<file path="config.mk">
export PLATFORM = sky130hd
export DESIGN_NAME = tm_tile_mesh
export DESIGN_NICKNAME = d
export VERILOG_FILES = /design/src/rtl/tm_noc_pkg.sv /design/src/rtl/tm_tile_pkg.sv /design/src/rtl/tm_cfg_if.sv /design/src/rtl/tm_link_repeater.sv /design/src/rtl/tm_tile.sv /design/src/rtl/tm_tile_cfg.sv /design/src/rtl/tm_tile_mesh.sv /design/src/rtl/tm_tile_router.sv
export VERILOG_INCLUDE_DIRS = /design/src /design/src/include
export SDC_FILE = /design/constraint.sdc
export NUM_CORES = 1
export LEC_CHECK = 0
export BUFFER_PORTS_ARGS = -buffer_cell sky130_fd_sc_hd__buf_2
export CAP_MARGIN = 20
export CORE_MARGIN = 2
export CORE_UTILIZATION = 55
export CTS_CLUSTER_SIZE = 10
export DETAILED_ROUTE_END_ITERATION = 7
export GPL_TIMING_DRIVEN = 0
export PLACE_DENSITY = 0.77
export SLEW_MARGIN = 10
export SYNTH_ARGS = -nofsm -noshare
export SYNTH_HDL_FRONTEND = slang
export SYNTH_HIERARCHICAL = 1
export SYNTH_SLANG_ARGS = --single-unit
</file>
<file path="constraint.sdc">
create_clock -name clk_i -period 16.25 [get_ports clk_i]
set_input_delay 2.4375 -clock clk_i [delete_from_list [all_inputs] [get_ports clk_i]]
set_output_delay 2.4375 -clock clk_i [all_outputs]
set_load 0.02 [all_outputs]
</file>
<file path="src/include/tm_params.svh">
// Array sizing; TM_NUM_TILES must fit in TM_ID_W bits and the payload must hold a config write
`ifndef TM_PARAMS_SVH
`define TM_PARAMS_SVH

// Tile array
`define TM_NUM_TILES 4
`define TM_ID_W 2

// Flit layout
`define TM_FLIT_W 32
`define TM_PAYLOAD_W 24

// Config register port
`define TM_CFG_ADDR_W 4
`define TM_CFG_DATA_W 16

// Skid stages per direction between neighbouring tiles, 0 gives a plain wire
`define TM_REPEATER_DEPTH 1

`endif

</file>
<file path="src/rtl/tm_noc_pkg.sv">
// Flit layout for the east-west network; the fields below must add up to TM_FLIT_W
`include "tm_params.svh"

package tm_noc_pkg;

   typedef enum logic
   {
      e_msg_data = 1'b0,
      e_msg_cfg  = 1'b1
   } tm_msg_e;

   // Config write as carried in the payload
   typedef struct packed
   {
      logic [`TM_CFG_ADDR_W-1:0]                              addr;
      logic [`TM_PAYLOAD_W-`TM_CFG_ADDR_W-`TM_CFG_DATA_W-1:0] rsvd;
      logic [`TM_CFG_DATA_W-1:0]                              data;
   } tm_cfg_wr_s;

   // Same payload bits, read by message kind
   typedef union packed
   {
      logic [`TM_PAYLOAD_W-1:0] data;
      tm_cfg_wr_s               cfg;
   } tm_payload_u;

   typedef struct packed
   {
      tm_msg_e                                         msg;
      logic [`TM_ID_W-1:0]                             dst;
      logic [`TM_ID_W-1:0]                             src;
      logic [`TM_FLIT_W-1-2*`TM_ID_W-`TM_PAYLOAD_W-1:0] rsvd;
      tm_payload_u                                     payload;
   } tm_flit_s;

   // Router ports, also used as array indices inside the router
   typedef enum logic [1:0]
   {
      e_port_w = 2'd0,
      e_port_e = 2'd1,
      e_port_l = 2'd2
   } tm_port_e;

endpackage

</file>
<file path="src/rtl/tm_tile_pkg.sv">
// Per-tile register map; only the control and eject tag addresses are implemented
`include "tm_params.svh"

package tm_tile_pkg;

   typedef enum logic [`TM_CFG_ADDR_W-1:0]
   {
      e_cfg_ctrl = 0,
      e_cfg_tag  = 1
   } tm_cfg_addr_e;

   // Control register, reserved bits read back as zero
   typedef struct packed
   {
      logic [`TM_CFG_DATA_W-2:0] rsvd;
      logic                      eject_en;
   } tm_ctrl_s;

endpackage

</file>
<file path="src/rtl/tm_cfg_if.sv">
// Router to config block link; net_v/net_ready follow the same handshake as the tile links
`timescale 1ns/100ps
`include "tm_params.svh"

interface tm_cfg_if;

   logic                      net_v;
   logic [`TM_CFG_ADDR_W-1:0] net_addr;
   logic [`TM_CFG_DATA_W-1:0] net_data;
   logic                      net_ready;
   logic                      eject_en;
   logic [`TM_CFG_DATA_W-1:0] eject_tag;

   modport router
   (
      output net_v, net_addr, net_data,
      input  net_ready, eject_en, eject_tag
   );

   modport cfg
   (
      input  net_v, net_addr, net_data,
      output net_ready, eject_en, eject_tag
   );

endinterface

</file>
<file path="src/rtl/tm_link_repeater.sv">
// Adds depth cycles per direction at full rate; depth 0 is a plain wire with no registers
`timescale 1ns/100ps
`include "tm_params.svh"

module tm_link_repeater
   import tm_noc_pkg::*;
#(
   parameter int depth = 1
)
(
   input  logic     clk_i,
   input  logic     rst_i,

   input  logic     a_v_i,
   input  tm_flit_s a_flit_i,
   output logic     a_ready_o,
   output logic     a_v_o,
   output tm_flit_s a_flit_o,
   input  logic     a_ready_i,

   input  logic     b_v_i,
   input  tm_flit_s b_flit_i,
   output logic     b_ready_o,
   output logic     b_v_o,
   output tm_flit_s b_flit_o,
   input  logic     b_ready_i
);

   // Index 0 runs a to b, index 1 runs b to a
   logic     v     [2][depth+1];
   tm_flit_s flit  [2][depth+1];
   logic     ready [2][depth+1];

   assign v[0][0]        = a_v_i;
   assign flit[0][0]     = a_flit_i;
   assign a_ready_o      = ready[0][0];
   assign b_v_o          = v[0][depth];
   assign b_flit_o       = flit[0][depth];
   assign ready[0][depth] = b_ready_i;

   assign v[1][0]        = b_v_i;
   assign flit[1][0]     = b_flit_i;
   assign b_ready_o      = ready[1][0];
   assign a_v_o          = v[1][depth];
   assign a_flit_o       = flit[1][depth];
   assign ready[1][depth] = a_ready_i;

   for (genvar d = 0; d < 2; d++)
   begin : g_dir
      for (genvar s = 0; s < depth; s++)
      begin : g_stage
         logic     main_v;
         logic     skid_v;
         logic     in_take;
         logic     main_free;
         tm_flit_s main_d;
         tm_flit_s skid_d;

         // Ready comes straight from a flop
         assign ready[d][s] = ~skid_v;
         assign in_take     = v[d][s] & ~skid_v;
         assign main_free   = ~main_v | ready[d][s+1];

         always_ff @(posedge clk_i)
         begin
            if (rst_i)
            begin
               main_v <= 1'b0;
               skid_v <= 1'b0;
            end
            else if (main_free)
            begin
               main_v <= skid_v | v[d][s];
               skid_v <= 1'b0;
            end
            else if (in_take)
               skid_v <= 1'b1;
         end

         always_ff @(posedge clk_i)
         begin
            if (main_free)
               main_d <= skid_v ? skid_d : flit[d][s];
            else if (in_take)
               skid_d <= flit[d][s];
         end

         assign v[d][s+1]    = main_v;
         assign flit[d][s+1] = main_d;
      end
   end

endmodule

</file>
<file path="src/rtl/tm_tile.sv">
// One network tile; tile_id must be unique in the array and match the flit dst encoding
`timescale 1ns/100ps
`include "tm_params.svh"

module tm_tile
   import tm_noc_pkg::*;
#(
   parameter int tile_id = 0
)
(
   input  logic                      clk_i,
   input  logic                      rst_i,

   input  logic                      w_v_i,
   input  tm_flit_s                  w_flit_i,
   output logic                      w_ready_o,
   output logic                      w_v_o,
   output tm_flit_s                  w_flit_o,
   input  logic                      w_ready_i,

   input  logic                      e_v_i,
   input  tm_flit_s                  e_flit_i,
   output logic                      e_ready_o,
   output logic                      e_v_o,
   output tm_flit_s                  e_flit_o,
   input  logic                      e_ready_i,

   input  logic                      inj_v_i,
   input  tm_flit_s                  inj_flit_i,
   output logic                      inj_ready_o,
   output logic                      ej_v_o,
   output tm_flit_s                  ej_flit_o,
   output logic [`TM_CFG_DATA_W-1:0] ej_tag_o,
   input  logic                      ej_ready_i,

   input  logic                      cfg_w_v_i,
   input  logic [`TM_CFG_ADDR_W-1:0] cfg_addr_i,
   input  logic [`TM_CFG_DATA_W-1:0] cfg_data_i
);

   tm_cfg_if cfg_bus ();

   tm_tile_router #(
      .tile_id (tile_id)
   ) router (
      .clk_i       (clk_i),
      .rst_i       (rst_i),
      .w_v_i       (w_v_i),
      .w_flit_i    (w_flit_i),
      .w_ready_o   (w_ready_o),
      .w_v_o       (w_v_o),
      .w_flit_o    (w_flit_o),
      .w_ready_i   (w_ready_i),
      .e_v_i       (e_v_i),
      .e_flit_i    (e_flit_i),
      .e_ready_o   (e_ready_o),
      .e_v_o       (e_v_o),
      .e_flit_o    (e_flit_o),
      .e_ready_i   (e_ready_i),
      .inj_v_i     (inj_v_i),
      .inj_flit_i  (inj_flit_i),
      .inj_ready_o (inj_ready_o),
      .ej_v_o      (ej_v_o),
      .ej_flit_o   (ej_flit_o),
      .ej_tag_o    (ej_tag_o),
      .ej_ready_i  (ej_ready_i),
      .bus         (cfg_bus.router)
   );

   tm_tile_cfg cfg (
      .clk_i      (clk_i),
      .rst_i      (rst_i),
      .cfg_w_v_i  (cfg_w_v_i),
      .cfg_addr_i (cfg_addr_i),
      .cfg_data_i (cfg_data_i),
      .bus        (cfg_bus.cfg)
   );

endmodule

</file>
<file path="src/rtl/tm_tile_cfg.sv">
// Local writes win over network writes in the same cycle; writes to unmapped addresses are dropped
`timescale 1ns/100ps
`include "tm_params.svh"

module tm_tile_cfg
   import tm_tile_pkg::*;
(
   input  logic                      clk_i,
   input  logic                      rst_i,

   input  logic                      cfg_w_v_i,
   input  logic [`TM_CFG_ADDR_W-1:0] cfg_addr_i,
   input  logic [`TM_CFG_DATA_W-1:0] cfg_data_i,

   tm_cfg_if.cfg                     bus
);

   tm_ctrl_s                  ctrl_q;
   logic [`TM_CFG_DATA_W-1:0] tag_q;
   logic                      wr_v;
   logic [`TM_CFG_ADDR_W-1:0] wr_addr;
   logic [`TM_CFG_DATA_W-1:0] wr_data;

   // Network side stalls while the local port writes
   assign bus.net_ready = ~cfg_w_v_i;

   assign wr_v    = cfg_w_v_i | bus.net_v;
   assign wr_addr = cfg_w_v_i ? cfg_addr_i : bus.net_addr;
   assign wr_data = cfg_w_v_i ? cfg_data_i : bus.net_data;

   always_ff @(posedge clk_i)
   begin
      if (rst_i)
      begin
         ctrl_q.rsvd     <= '0;
         ctrl_q.eject_en <= 1'b1;
         tag_q           <= '0;
      end
      else if (wr_v)
      begin
         case (wr_addr)
            e_cfg_ctrl:
            begin
               ctrl_q.rsvd     <= '0;
               ctrl_q.eject_en <= wr_data[0];
            end
            e_cfg_tag:
               tag_q <= wr_data;
            default:
               ;
         endcase
      end
   end

   assign bus.eject_en  = ctrl_q.eject_en;
   assign bus.eject_tag = tag_q;

endmodule

</file>
<file path="src/rtl/tm_tile_mesh.sv">
// Linear array of TM_NUM_TILES tiles; edge links are tied off, so flits must target ids inside the array
`timescale 1ns/100ps
`include "tm_params.svh"

module tm_tile_mesh
   import tm_noc_pkg::*;
(
   input  logic                                         clk_i,
   input  logic                                         rst_i,

   input  logic [`TM_NUM_TILES-1:0]                     inj_v_i,
   input  logic [`TM_NUM_TILES-1:0][`TM_FLIT_W-1:0]     inj_flit_i,
   output logic [`TM_NUM_TILES-1:0]                     inj_ready_o,

   output logic [`TM_NUM_TILES-1:0]                     ej_v_o,
   output logic [`TM_NUM_TILES-1:0][`TM_FLIT_W-1:0]     ej_flit_o,
   output logic [`TM_NUM_TILES-1:0][`TM_CFG_DATA_W-1:0] ej_tag_o,
   input  logic [`TM_NUM_TILES-1:0]                     ej_ready_i,

   input  logic [`TM_NUM_TILES-1:0]                     cfg_w_v_i,
   input  logic [`TM_NUM_TILES-1:0][`TM_CFG_ADDR_W-1:0] cfg_addr_i,
   input  logic [`TM_NUM_TILES-1:0][`TM_CFG_DATA_W-1:0] cfg_data_i
);

   localparam int n = `TM_NUM_TILES;

   // Link stitching, named from each tile's point of view
   logic     w_v_i     [n];
   tm_flit_s w_flit_i  [n];
   logic     w_ready_o [n];
   logic     w_v_o     [n];
   tm_flit_s w_flit_o  [n];
   logic     w_ready_i [n];
   logic     e_v_i     [n];
   tm_flit_s e_flit_i  [n];
   logic     e_ready_o [n];
   logic     e_v_o     [n];
   tm_flit_s e_flit_o  [n];
   logic     e_ready_i [n];

   // Array edges
   assign w_v_i[0]       = 1'b0;
   assign w_flit_i[0]    = '0;
   assign w_ready_i[0]   = 1'b0;
   assign e_v_i[n-1]     = 1'b0;
   assign e_flit_i[n-1]  = '0;
   assign e_ready_i[n-1] = 1'b0;

   for (genvar i = 0; i < n - 1; i++)
   begin : g_link
      tm_link_repeater #(
         .depth (`TM_REPEATER_DEPTH)
      ) repeater (
         .clk_i     (clk_i),
         .rst_i     (rst_i),
         .a_v_i     (e_v_o[i]),
         .a_flit_i  (e_flit_o[i]),
         .a_ready_o (e_ready_i[i]),
         .a_v_o     (e_v_i[i]),
         .a_flit_o  (e_flit_i[i]),
         .a_ready_i (e_ready_o[i]),
         .b_v_i     (w_v_o[i+1]),
         .b_flit_i  (w_flit_o[i+1]),
         .b_ready_o (w_ready_i[i+1]),
         .b_v_o     (w_v_i[i+1]),
         .b_flit_o  (w_flit_i[i+1]),
         .b_ready_i (w_ready_o[i+1])
      );
   end

   for (genvar i = 0; i < n; i++)
   begin : g_tile
      tm_tile #(
         .tile_id (i)
      ) tile (
         .clk_i       (clk_i),
         .rst_i       (rst_i),
         .w_v_i       (w_v_i[i]),
         .w_flit_i    (w_flit_i[i]),
         .w_ready_o   (w_ready_o[i]),
         .w_v_o       (w_v_o[i]),
         .w_flit_o    (w_flit_o[i]),
         .w_ready_i   (w_ready_i[i]),
         .e_v_i       (e_v_i[i]),
         .e_flit_i    (e_flit_i[i]),
         .e_ready_o   (e_ready_o[i]),
         .e_v_o       (e_v_o[i]),
         .e_flit_o    (e_flit_o[i]),
         .e_ready_i   (e_ready_i[i]),
         .inj_v_i     (inj_v_i[i]),
         .inj_flit_i  (inj_flit_i[i]),
         .inj_ready_o (inj_ready_o[i]),
         .ej_v_o      (ej_v_o[i]),
         .ej_flit_o   (ej_flit_o[i]),
         .ej_tag_o    (ej_tag_o[i]),
         .ej_ready_i  (ej_ready_i[i]),
         .cfg_w_v_i   (cfg_w_v_i[i]),
         .cfg_addr_i  (cfg_addr_i[i]),
         .cfg_data_i  (cfg_data_i[i])
      );
   end

endmodule

</file>
<file path="src/rtl/tm_tile_router.sv">
// One flit register per output, so a flit spends at least one cycle here; ids outside the array are not handled
`timescale 1ns/100ps
`include "tm_params.svh"

module tm_tile_router
   import tm_noc_pkg::*;
#(
   parameter int tile_id = 0
)
(
   input  logic                      clk_i,
   input  logic                      rst_i,

   input  logic                      w_v_i,
   input  tm_flit_s                  w_flit_i,
   output logic                      w_ready_o,
   output logic                      w_v_o,
   output tm_flit_s                  w_flit_o,
   input  logic                      w_ready_i,

   input  logic                      e_v_i,
   input  tm_flit_s                  e_flit_i,
   output logic                      e_ready_o,
   output logic                      e_v_o,
   output tm_flit_s                  e_flit_o,
   input  logic                      e_ready_i,

   input  logic                      inj_v_i,
   input  tm_flit_s                  inj_flit_i,
   output logic                      inj_ready_o,

   output logic                      ej_v_o,
   output tm_flit_s                  ej_flit_o,
   output logic [`TM_CFG_DATA_W-1:0] ej_tag_o,
   input  logic                      ej_ready_i,

   tm_cfg_if.router                  bus
);

   localparam logic [`TM_ID_W-1:0] my_id = `TM_ID_W'(tile_id);

   logic       in_v      [3];
   tm_flit_s   in_flit   [3];
   logic       in_ready  [3];
   tm_port_e   in_dst    [3];
   logic       out_v     [3];
   tm_flit_s   out_flit  [3];
   logic       out_drain [3];
   logic       out_load  [3];
   logic [1:0] rr_q      [3];
   logic [1:0] grant     [3];
   logic       grant_v   [3];
   logic       loc_cfg;

   assign in_v[e_port_w]    = w_v_i;
   assign in_flit[e_port_w] = w_flit_i;
   assign in_v[e_port_e]    = e_v_i;
   assign in_flit[e_port_e] = e_flit_i;
   assign in_v[e_port_l]    = inj_v_i;
   assign in_flit[e_port_l] = inj_flit_i;

   always_comb
   begin
      for (int i = 0; i < 3; i++)
      begin
         if (in_flit[i].dst == my_id)
            in_dst[i] = e_port_l;
         else if (in_flit[i].dst > my_id)
            in_dst[i] = e_port_e;
         else
            in_dst[i] = e_port_w;
      end
   end

   // Round robin, search starts just after the last winner
   always_comb
   begin
      int idx;
      for (int o = 0; o < 3; o++)
      begin
         grant_v[o] = 1'b0;
         grant[o]   = rr_q[o];
         for (int k = 1; k <= 3; k++)
         begin
            idx = (rr_q[o] + k) % 3;
            if (!grant_v[o] && in_v[idx] && in_dst[idx] == tm_port_e'(o))
            begin
               grant_v[o] = 1'b1;
               grant[o]   = 2'(idx);
            end
         end
      end
   end

   // Local slot drains to the config block or to ejection by message kind
   assign loc_cfg = out_flit[e_port_l].msg == e_msg_cfg;

   assign out_drain[e_port_w] = w_ready_i;
   assign out_drain[e_port_e] = e_ready_i;
   assign out_drain[e_port_l] = loc_cfg ? bus.net_ready : (ej_ready_i & bus.eject_en);

   always_comb
   begin
      for (int o = 0; o < 3; o++)
         out_load[o] = grant_v[o] & (~out_v[o] | out_drain[o]);
      // An idle input reads as ready
      for (int i = 0; i < 3; i++)
         in_ready[i] = !in_v[i] || (out_load[in_dst[i]] && grant[in_dst[i]] == 2'(i));
   end

   always_ff @(posedge clk_i)
   begin
      if (rst_i)
      begin
         for (int o = 0; o < 3; o++)
         begin
            out_v[o] <= 1'b0;
            rr_q[o]  <= 2'd2;
         end
      end
      else
      begin
         for (int o = 0; o < 3; o++)
         begin
            if (out_load[o])
            begin
               out_v[o] <= 1'b1;
               rr_q[o]  <= grant[o];
            end
            else if (out_drain[o])
               out_v[o] <= 1'b0;
         end
      end
   end

   always_ff @(posedge clk_i)
   begin
      for (int o = 0; o < 3; o++)
         if (out_load[o])
            out_flit[o] <= in_flit[grant[o]];
   end

   assign w_ready_o   = in_ready[e_port_w];
   assign e_ready_o   = in_ready[e_port_e];
   assign inj_ready_o = in_ready[e_port_l];

   assign w_v_o    = out_v[e_port_w];
   assign w_flit_o = out_flit[e_port_w];
   assign e_v_o    = out_v[e_port_e];
   assign e_flit_o = out_flit[e_port_e];

   // Held flit stays visible even while eject_en is low
   assign ej_v_o    = out_v[e_port_l] & ~loc_cfg;
   assign ej_flit_o = out_flit[e_port_l];
   assign ej_tag_o  = bus.eject_tag;

   assign bus.net_v    = out_v[e_port_l] & loc_cfg;
   assign bus.net_addr = out_flit[e_port_l].payload.cfg.addr;
   assign bus.net_data = out_flit[e_port_l].payload.cfg.data;

endmodule

</file>
# [Word-level counts from Yosys, hierarchy flattened]
# Memory sizes are Yosys's and may differ from the RTL's.
# Cells that the tools add are included.
[totals] ramBits=420 memories=12 register_bits=464
[classes] order_cmp=68 div_mod_pow=36 muxes=552 n_bitwise=186 eq_ne=43 add_sub_neg=36 reduce_logical=157
[memory_table] name="g_tile[0].tile.router.out_flit" words=3 width=32 read_ports=2 rd_ports_with_merged_regs=0 wr=2 line="tm_tile_router.sv:47" text="tm_flit_s out_flit [3];"
[memory_table] name="g_tile[1].tile.router.out_flit" words=3 width=32 read_ports=3 rd_ports_with_merged_regs=0 wr=3 line="tm_tile_router.sv:47"
[memory_table] name="g_tile[2].tile.router.out_flit" words=3 width=32 read_ports=3 rd_ports_with_merged_regs=0 wr=3 line="tm_tile_router.sv:47"
[memory_table] name="g_tile[3].tile.router.out_flit" words=3 width=32 read_ports=2 rd_ports_with_merged_regs=0 wr=2 line="tm_tile_router.sv:47"
[memory_table] name="g_tile[0].tile.router.rr_q" words=3 width=2 read_ports=3 rd_ports_with_merged_regs=0 wr=3 line="tm_tile_router.sv:50" text="logic [1:0] rr_q [3];"
[memory_table] name="g_tile[1].tile.router.rr_q" words=3 width=2 read_ports=3 rd_ports_with_merged_regs=0 wr=3 line="tm_tile_router.sv:50"
[memory_table] name="+6 memories"
[ops] op=">= comparator 32 x 3 -> 1 bit, second input constant" count=36
[ops] op="modulo 32 x 2 -> 32 bit, second input constant" count=36
[ops] op="NOT 32 bit" count=36
[ops] op="2-to-1 mux 32 bit" count=32
[ops] op="binary-select mux 32 bit (select 2 bit)" count=12
[ops] op="2-to-1 mux 2 bit" count=152
[ops] op="2-to-1 mux 1 bit" count=256
[ops] op="binary-select mux 2 bit (select 2 bit)" count=46
[ops] op="binary-select mux 1 bit (select 2 bit)" count=46
[ops] op="adder 2 x 2 -> 3 bit, second input constant" count=24
[ops] op="logical AND 1 bit" count=70
[ops] op=">= comparator 3 bit, second input constant" count=22
[ops] op="NOT 2 -> 3 bit" count=22
[ops] op="2-to-1 mux 16 bit" count=4
[ops] op="OR reduction 32 bit" count=2
[ops] op="bitwise OR 1 bit" count=60
[ops] op="== test 2 bit, second input constant" count=21
[ops] op="NOT 1 bit" count=38
[ops] op="adder 2 x 1 -> 3 bit, second input constant" count=12
[ops] op="== test 2 x 1 -> 1 bit, second input constant" count=18
[ops] op="logical NOT 1 bit" count=34
[ops] op="logical NOT 2 bit" count=17
[ops] op="bitwise AND 1 bit" count=30
[ops] op="AND reduction 2 bit" count=14
[ops] op="7 further kinds" count=38

# [Logic depth before layout (Yosys ltp)]
# Gate-level depths: netlist of run 1.
# An unclocked memory read counts as a cell.
[depth] depth_word=27 mapped_depth=14

# [By module]
# Netlist of run 1, hierarchy kept.
[modules_own_cells] mod="tm_link_repeater" instances=3 area_each_um2=5042.3 seq_area_each_um2=3923.8 cells_per_inst=216
[modules_own_cells] mod="tm_tile_router at g_tile[2].tile.router" instances=1 area_each_um2=6842.8 seq_area_each_um2=3143.0 cells_per_inst=603
[modules_own_cells] mod="tm_tile_router at g_tile[1].tile.router" instances=1 area_each_um2=6690.2 seq_area_each_um2=3143.0 cells_per_inst=566
[modules_own_cells] mod="tm_tile_router at g_tile[0].tile.router" instances=1 area_each_um2=6194.7 seq_area_each_um2=3143.0 cells_per_inst=532
[modules_own_cells] mod="tm_tile_router at g_tile[3].tile.router" instances=1 area_each_um2=5063.6 seq_area_each_um2=2122.0 cells_per_inst=424
[modules_own_cells] mod="tm_tile_cfg" instances=4 area_each_um2=955.9 seq_area_each_um2=340.3 cells_per_inst=84
[modules_own_cells] mod="tm_tile_mesh" instances=1 area_each_um2=3.8 seq_area_each_um2=0.0 cells_per_inst=1

# [Worst setup path after synthesis of run 1]
# No wires, ideal clock.
[synth_timing] path_type="input to output" startpoint="input port inj_flit_i[29] (netlist bit)" endpoint="output port inj_ready_o[0]" setup_slack_ps=7335 t_required_ps=13812 arrival_time_ps=6477 path_stages=6 cell_sequence="o21ai_1 and2_1 maj3_1 a211oi_1 a22oi_1 nand2_1"
[synth_rtl] element="start: declaration" line="tm_tile_mesh.sv:12" text="input logic [`TM_NUM_TILES-1:0][`TM_FLIT_W-1:0] inj_flit_i,"
[synth_rtl] element="end: declaration" line="tm_tile_mesh.sv:13" text="output logic [`TM_NUM_TILES-1:0] inj_ready_o,"

# [Worst setup path after layout of run 1]
[layout_timing] startpoint="input port inj_v_i[1]" endpoint="output port inj_ready_o[1]"
[layout_between] elab_chain_cells=19 elab_cells_between_ends=79 classes_between="eq/ne: 1; mux: 51; bitwise: 3; reduce/logical: 24"
[layout_lines] element="start: declaration" line="tm_tile_mesh.sv:11" text="input logic [`TM_NUM_TILES-1:0] inj_v_i,"
[layout_lines] element="binary-select mux 1 bit (select 2 bit)" line="tm_tile_router.sv:86" text="if (!grant_v[o] && in_v[idx] && in_dst[idx] == tm_port_e'(o))"
[layout_lines] element="2-to-1 mux 1 bit (implied by the code) (2 in a row)" line="tm_tile_router.sv:86"
[layout_lines] element="logical AND 1 bit" line="tm_tile_router.sv:86"
[layout_lines] element="2-to-1 mux 1 bit" line="tm_tile_router.sv:86"
[layout_lines] element="logical NOT 1 bit" line="tm_tile_router.sv:86"
[layout_lines] element="logical AND 1 bit (2 in a row)" line="tm_tile_router.sv:86"
[layout_lines] element="2-to-1 mux 1 bit" line="tm_tile_router.sv:86"
[layout_lines] element="logical NOT 1 bit" line="tm_tile_router.sv:86"
[layout_lines] element="logical AND 1 bit (2 in a row)" line="tm_tile_router.sv:86"
[layout_lines] element="2-to-1 mux 2 bit or 2-to-1 mux 1 bit (tied branches)" line="tm_tile_router.sv:86"
[layout_lines] element="binary-select mux 2 bit (select 2 bit) or bitwise AND 1 bit (tied branches)" line="tm_tile_router.sv:108, tm_tile_router.sv:105"
[layout_lines] element="2-to-1 mux 2 bit (implied by the code) or binary-select mux 1 bit (select 2 bit) (tied branches)" line="tm_tile_router.sv:108" text="in_ready[i] = !in_v[i] || (out_load[in_dst[i]] && grant[in_dst[i]] == 2'(i));"
[layout_lines] element="2-to-1 mux 2 bit (implied by the code) or 2-to-1 mux 1 bit (tied branches)" line="tm_tile_router.sv:108"
[layout_lines] element="== test 2 bit or 2-to-1 mux 1 bit (tied branches)" line="tm_tile_router.sv:108"
[layout_lines] element="logical AND 1 bit" line="tm_tile_router.sv:108"
[layout_lines] element="logical OR 1 bit *" line="tm_tile_router.sv:108"
# Every way passes the cells marked *; elsewhere a longest branch is shown, timed or not. The select of a mux whose other input is x is not followed.

==> results of run 1 <==
==> report_power, final <==
group | switching, mW | leakage (nW) | internal, mW
Combinational | 1.71 | 9.99 | 1.30
Sequential | 0.367 | 7.75 | 3.09
Clock | 0.823 | 1.34 | 1.14
==> registers in the layout, indices dropped and copies added, names as in the netlist, 6 cells and up <==
signal	count
g_link.repeater/a_flit_o	96
g_link.repeater/b_flit_o	96
g_link.repeater/g_dir.g_stage.skid_d	192
g_link.repeater/g_dir.g_stage.skid_v	6
g_tile.tile/cfg/bus.eject_tag	64
g_tile.tile/router/out_flit	320
g_tile.tile/router/out_v	10
g_tile.tile/router/rr_q	20
==> routing by layer <==
layer	vias up	part of all wire	GRT usage
li1	12641	-	-
met1	13572	0.42	0.372
met2	1144	0.47	0.418
met3	167	0.086	0.0563
met4	18	0.022	0.0754
met5	-	0.0010	0
==> stage by stage <==
step	cell area, sq um	util	setup slack [ps]
final	49000	0.656	8260
after global routing	49000	0.656	8150
after CTS	49000	0.655	8390
after detailed placement	46100	0.618	8420
after global placement	45600	0.610	4910
after floorplan	42300	-	7400
==> worst paths after layout <==
check	cells after the start	slack (ps)	from	end
setup / recovery	10	8260	inj_v_i[1]	inj_ready_o[1]
hold reg to reg	0	430	g_tile[2].tile/router/out_flit[0][29]	g_link[1].repeater/g_dir[1].g_stage[0].skid_d[29]
hold / removal	0	430	g_tile[2].tile/router/out_flit[0][29]	g_link[1].repeater/g_dir[1].g_stage[0].skid_d[29]
setup reg to reg	14	10680	g_tile[1].tile/router/rr_q[0][4]	g_link[1].repeater/g_dir[1].g_stage[0].skid_d[7]
==> final cells by class <==
cell class | instances | area, sq um | area share
diodes | 16 | 40.0 | 0.000817
plain buffers | 373 | 2700 | 0.0550
clock buffers | 170 | 2750 | 0.0562
clock inverters | 8 | 60.1 | 0.00123
inverters | 54 | 203 | 0.00414
multi-input cells | 1829 | 15900 | 0.324
flip-flops and latches | 814 | 23600 | 0.482
well taps | 969 | 1210 | 0.0247
repair buffers | 454 | 2570 | 0.0525
==> metrics, run 1 <==
critical path launch point type input pin; Initial DRC Count between 2000 and 3000; Total Routing Usage GR 0.265; post-synthesis cell area 41700 sq um; global route overflow 0; vias in the first global route 26639; unrepaired setup endpoints after global routing no; leakage 19.1 nW; Crit Path Class input pin to output pin; CTS buffer count 94; Mapped Avg Cell Area between 10 and 15 sq um; Post-Route WL roughly 110000 microns; Max clock buf depth 3; Avg WL per Cell 22.7 microns; IO Pins 422; Fill cells ~5300; clk slew on worst S/H paths 60 ps; critical path, cell by cell buf_2 -> buf_2 -> nand3b_1 -> o22ai_1 -> nor3_1 -> nand3_1 -> a32oi_1 -> a21oi_1 -> a31oi_1 -> buf_2; Hold Crit Class flip-flop to flip-flop; Die W 279 microns; CP most frequent cell buf_2; WP buf/inv 3; clk_lat worst skew 650 ps; Worst VDD drop 0.113 mV; Fin. Hold Viols 0; critical-path maximum fanout 10; HPWL after detailed placement 78800 microns; CTS tree done; die height about 280 microns; Clock Skews 27.3 ps; Port Buffer Count 417; most common cell after layout, fill and taps aside edfxtp_1; max_slew headroom 0.255; Core Area ~75000 sq um; # hold bufs at CTS 0; DRT Pass-1 Iters 6; Nets just under 4000; CP max stage delay 850 ps; setup violators final 0; # resized after CTS 0; Max Clk Rate 0.125 GHz; DIE AREA just under 80000 sq um; Avg Vias per Cell 5.88; worst hold slack roughly 430 ps; # Post-CTS Setup Buffers 0; final setup TNS 0 ps; cells after synthesis 2917; MaxCap Viol Count 0; Cell Pwr Density 172 nW/um^2; Clk Tree Root Cell clkbuf_16; H-tree Lvls 3; share of cells above drive strength 1 0.330; Layout area overhead 17.5%; CP max stage cell a32oi_1; post-layout min period 7990 ps; DR vias 27542; CTS sink cnt 814; first-pass GRT wire length 159000 microns; Pins Over Slew Limit 0; Finished Layout Cells 4687; CP endpoint kind output pin; Worst EP required 13810 ps; Routability Congestion 0.922; largest net degree at the start of global routing 37; initial antenna violation count 32; Post-Place Cells 4493; final period utilization 0.492; worst-margin pin slew 1120 ps; Rows 100; highest-count cells in the layout ignoring fill and taps 730 x edfxtp_1, 486 x buf_2, 394 x mux2i_1, 259 x o2bb2ai_1, 181 x buf_4; Top delay family on crit path compound AO/OA/AOI/OAI gates; DRC 0; critical path arrival 5550 ps; status completed; Antenna Nets Post-Route 0; total power around 8.4 mW; Ys Warns 6; Initial Utilization 0.558
(Power assumes the default switching activity.)
==> inputs of run 2 (changes only) <==
--- a/config.mk
+++ b/config.mk
@@ -6,6 +6,7 @@
 export SDC_FILE = /design/constraint.sdc
 export NUM_CORES = 1
 export LEC_CHECK = 0
+export ABC_AREA = 1
 export BUFFER_PORTS_ARGS = -buffer_cell sky130_fd_sc_hd__buf_2
 export CAP_MARGIN = 20
 export CORE_MARGIN = 2
==> constraint.sdc (replaced) <==
create_clock -name clk_i -period 8.3 [get_ports clk_i]
set_input_delay 1.245 -clock clk_i [delete_from_list [all_inputs] [get_ports clk_i]]
set_output_delay 1.245 -clock clk_i [all_outputs]
set_load 0.02 [all_outputs]
==> run 2 against run 1 <==
- synthesized area is 4.8% higher
- clock skew shrank 1.5 ps
- global-route usage grew 3.2 points
- register-to-register slack worse by 6400 ps
- core utilization is 1.1 points lower
- final area rose by 3.7%
- count of clock-buffer cells in the layout shrank 12
- highest routed layer unchanged
==> metrics, run 2 <==
largest net degree at the start of global routing 36; # Post-CTS Setup Buffers 0; IO Pins 422; Avg Vias per Cell 5.22; max_slew headroom 0.423; final setup TNS 0 ps; Post-Route WL 123000 microns; clk slew on worst S/H paths approximately 60 ps; DRC 0; worst-margin pin slew around 860 ps; Max Clk Rate 0.208 GHz; clk_lat worst skew between 600 and 700 ps; vias in the first global route 33911; share of cells above drive strength 1 0.220; CTS buffer count 95; CTS tree done; Initial DRC Count 2551; post-layout min period 4810 ps; Rows 103; Mapped Avg Cell Area 8.88 sq um; Fin. Hold Viols 0; status completed; Port Buffer Count 417; most common cell after layout, fill and taps aside nand2_1; DR vias between 30000 and 40000; Worst Setup EP inj_ready_o[1]; # hold bufs at CTS 0; Layout area overhead 16.3%; post-synthesis cell area roughly 44000 sq um; Hold Crit Class flip-flop to flip-flop; Total Routing Usage GR 0.297; HPWL after detailed placement 93800 microns; Fill cells 6540; die height roughly 290 microns; critical-path maximum fanout 35; CTS sink cnt 814; max reg flops 320; FF-to-FF Start g_tile[1].tile/router/rr_q[0][0]; DIE AREA around 82000 sq um; met1 usage 0.364; Routability Congestion 0.971; unrepaired setup endpoints after global routing no; critical path launch point type input pin; Core Area 78700 sq um; Avg WL per Cell 18.4 microns; DRT Pass-1 Iters 6; Crit Path Class input pin to output pin; critical path arrival 3570 ps; Pins Over Slew Limit 0; Setup crit start inj_flit_i[61]; H-tree Lvls 3; GR Layer Usage met3 0.0427; Die W 286 microns; GRT busiest layer met2; cells after synthesis 4921; FF-to-FF path depth 19; Antenna Nets Post-Route 0; highest-count cells in the layout ignoring fill and taps 1717 x nand2_1, 730 x edfxtp_1, 642 x nand3_1, 511 x buf_2, 430 x inv_1; Nets approximately 5800; first-pass GRT wire length 189000 microns; Initial Utilization 0.555; Most flops, register g_tile.tile/router/out_flit; # resized after CTS 0; Clk Tree Root Cell clkbuf_16; Ys Warns 6; Worst EP required 7050 ps; Regs by FF count g_tile.tile/router/out_flit: 320 flops, g_link.repeater/g_dir.g_stage.skid_d: 192 flops; MaxCap Viol Count 0; setup violators final 0; global route overflow 0; Worst R2R End g_link[0].repeater/g_dir[0].g_stage[0].skid_d[9]; Clock Skews 25.8 ps; Max clock buf depth 3; GRT met2 Usage 0.512; final period utilization 0.580; CP endpoint kind output pin; flop2flop setup slack 4300 ps; initial antenna violation count 21
run 2: cell types whose count changed in the layout (fill, tap and decap cells not counted), moves of 52 or more:
cell       before   now
nand2_1        85  1717
nand3_1        23   642
a21boi_0        5    62
a311oi_2       52     0
nand2_2         0   142
mux2_4        163     0
o21ai_1        37   106
mux2i_1       394     0
nor2_1         59   205
o2bb2ai_1     259     0
clkbuf_1      144    72
inv_1          51   430
run 2: worst max-delay path, stage by stage:
cell	delay, ps
buf_2	140
inv_2	100
nand3_1	140
nor2_1	160
inv_1	70
nand2_1	100
inv_2	70
nand3_1	110
nand2_1	100
inv_2	600
nand3_1	180
nand3_1	120
nand3_1	160
nand2_1	90
buf_2	160
run 2: worst min-delay path by stage:
stage	endpoint	cells past startpoint	startpoint	slack, ps
after floorplan	g_link[0].repeater/g_dir[0].g_stage[0].skid_d[0]	0	g_tile[0].tile/router/out_flit[0][32]	430
after global placement	g_link[1].repeater/g_dir[0].g_stage[0].skid_d[21]	0	g_tile[1].tile/router/out_flit[0][53]	430
after detailed placement	g_link[1].repeater/g_dir[0].g_stage[0].skid_d[8]	0	g_tile[1].tile/router/out_flit[0][40]	430
after CTS	g_link[2].repeater/g_dir[0].g_stage[0].skid_d[17]	0	g_tile[2].tile/router/out_flit[0][49]	450
after global routing	g_link[1].repeater/g_dir[0].g_stage[0].skid_d[10]	0	g_tile[1].tile/router/out_flit[0][42]	460
final	g_link[1].repeater/g_dir[0].g_stage[0].skid_d[8]	0	g_tile[1].tile/router/out_flit[0][40]	440
run 2: layer usage:
metal  vias up  wire (microns)
met5         -             169
met4        26            6740
met3       348            7200
met2      1354           60100
met1     16073           48800
li1      17192               -
run 2: layout make-up:
class / instances / area (sq um) / share of cell area
diodes: 12 / 30.0 / 0.000591
clock inverters: 14 / 169 / 0.00333
clock buffers: 158 / 2650 / 0.0523
well taps: 1050 / 1310 / 0.0259
repair buffers: 431 / 2430 / 0.0479
flip-flops and latches: 814 / 23600 / 0.465
plain buffers: 386 / 3040 / 0.0598
inverters: 491 / 1890 / 0.0373
multi-input cells: 3345 / 15700 / 0.308
run 2: through the flow:
step,utilization,hold slack [ps],std cells,instance area (sq um),setup slack [ps]
after floorplan,-,427,5036,44100,2780
after detailed placement,0.609,435,6517,47900,3510
after global routing,0.645,460,6694,50800,3190
final,0.645,441,6701,50800,3490
after CTS,0.645,446,6689,50800,3500
after global placement,0.603,430,6503,47500,783
Power of run 2 is left out: the tool's default activity adds up to more than one toggle a clock period on the data nets, which glitch-free logic cannot reach.
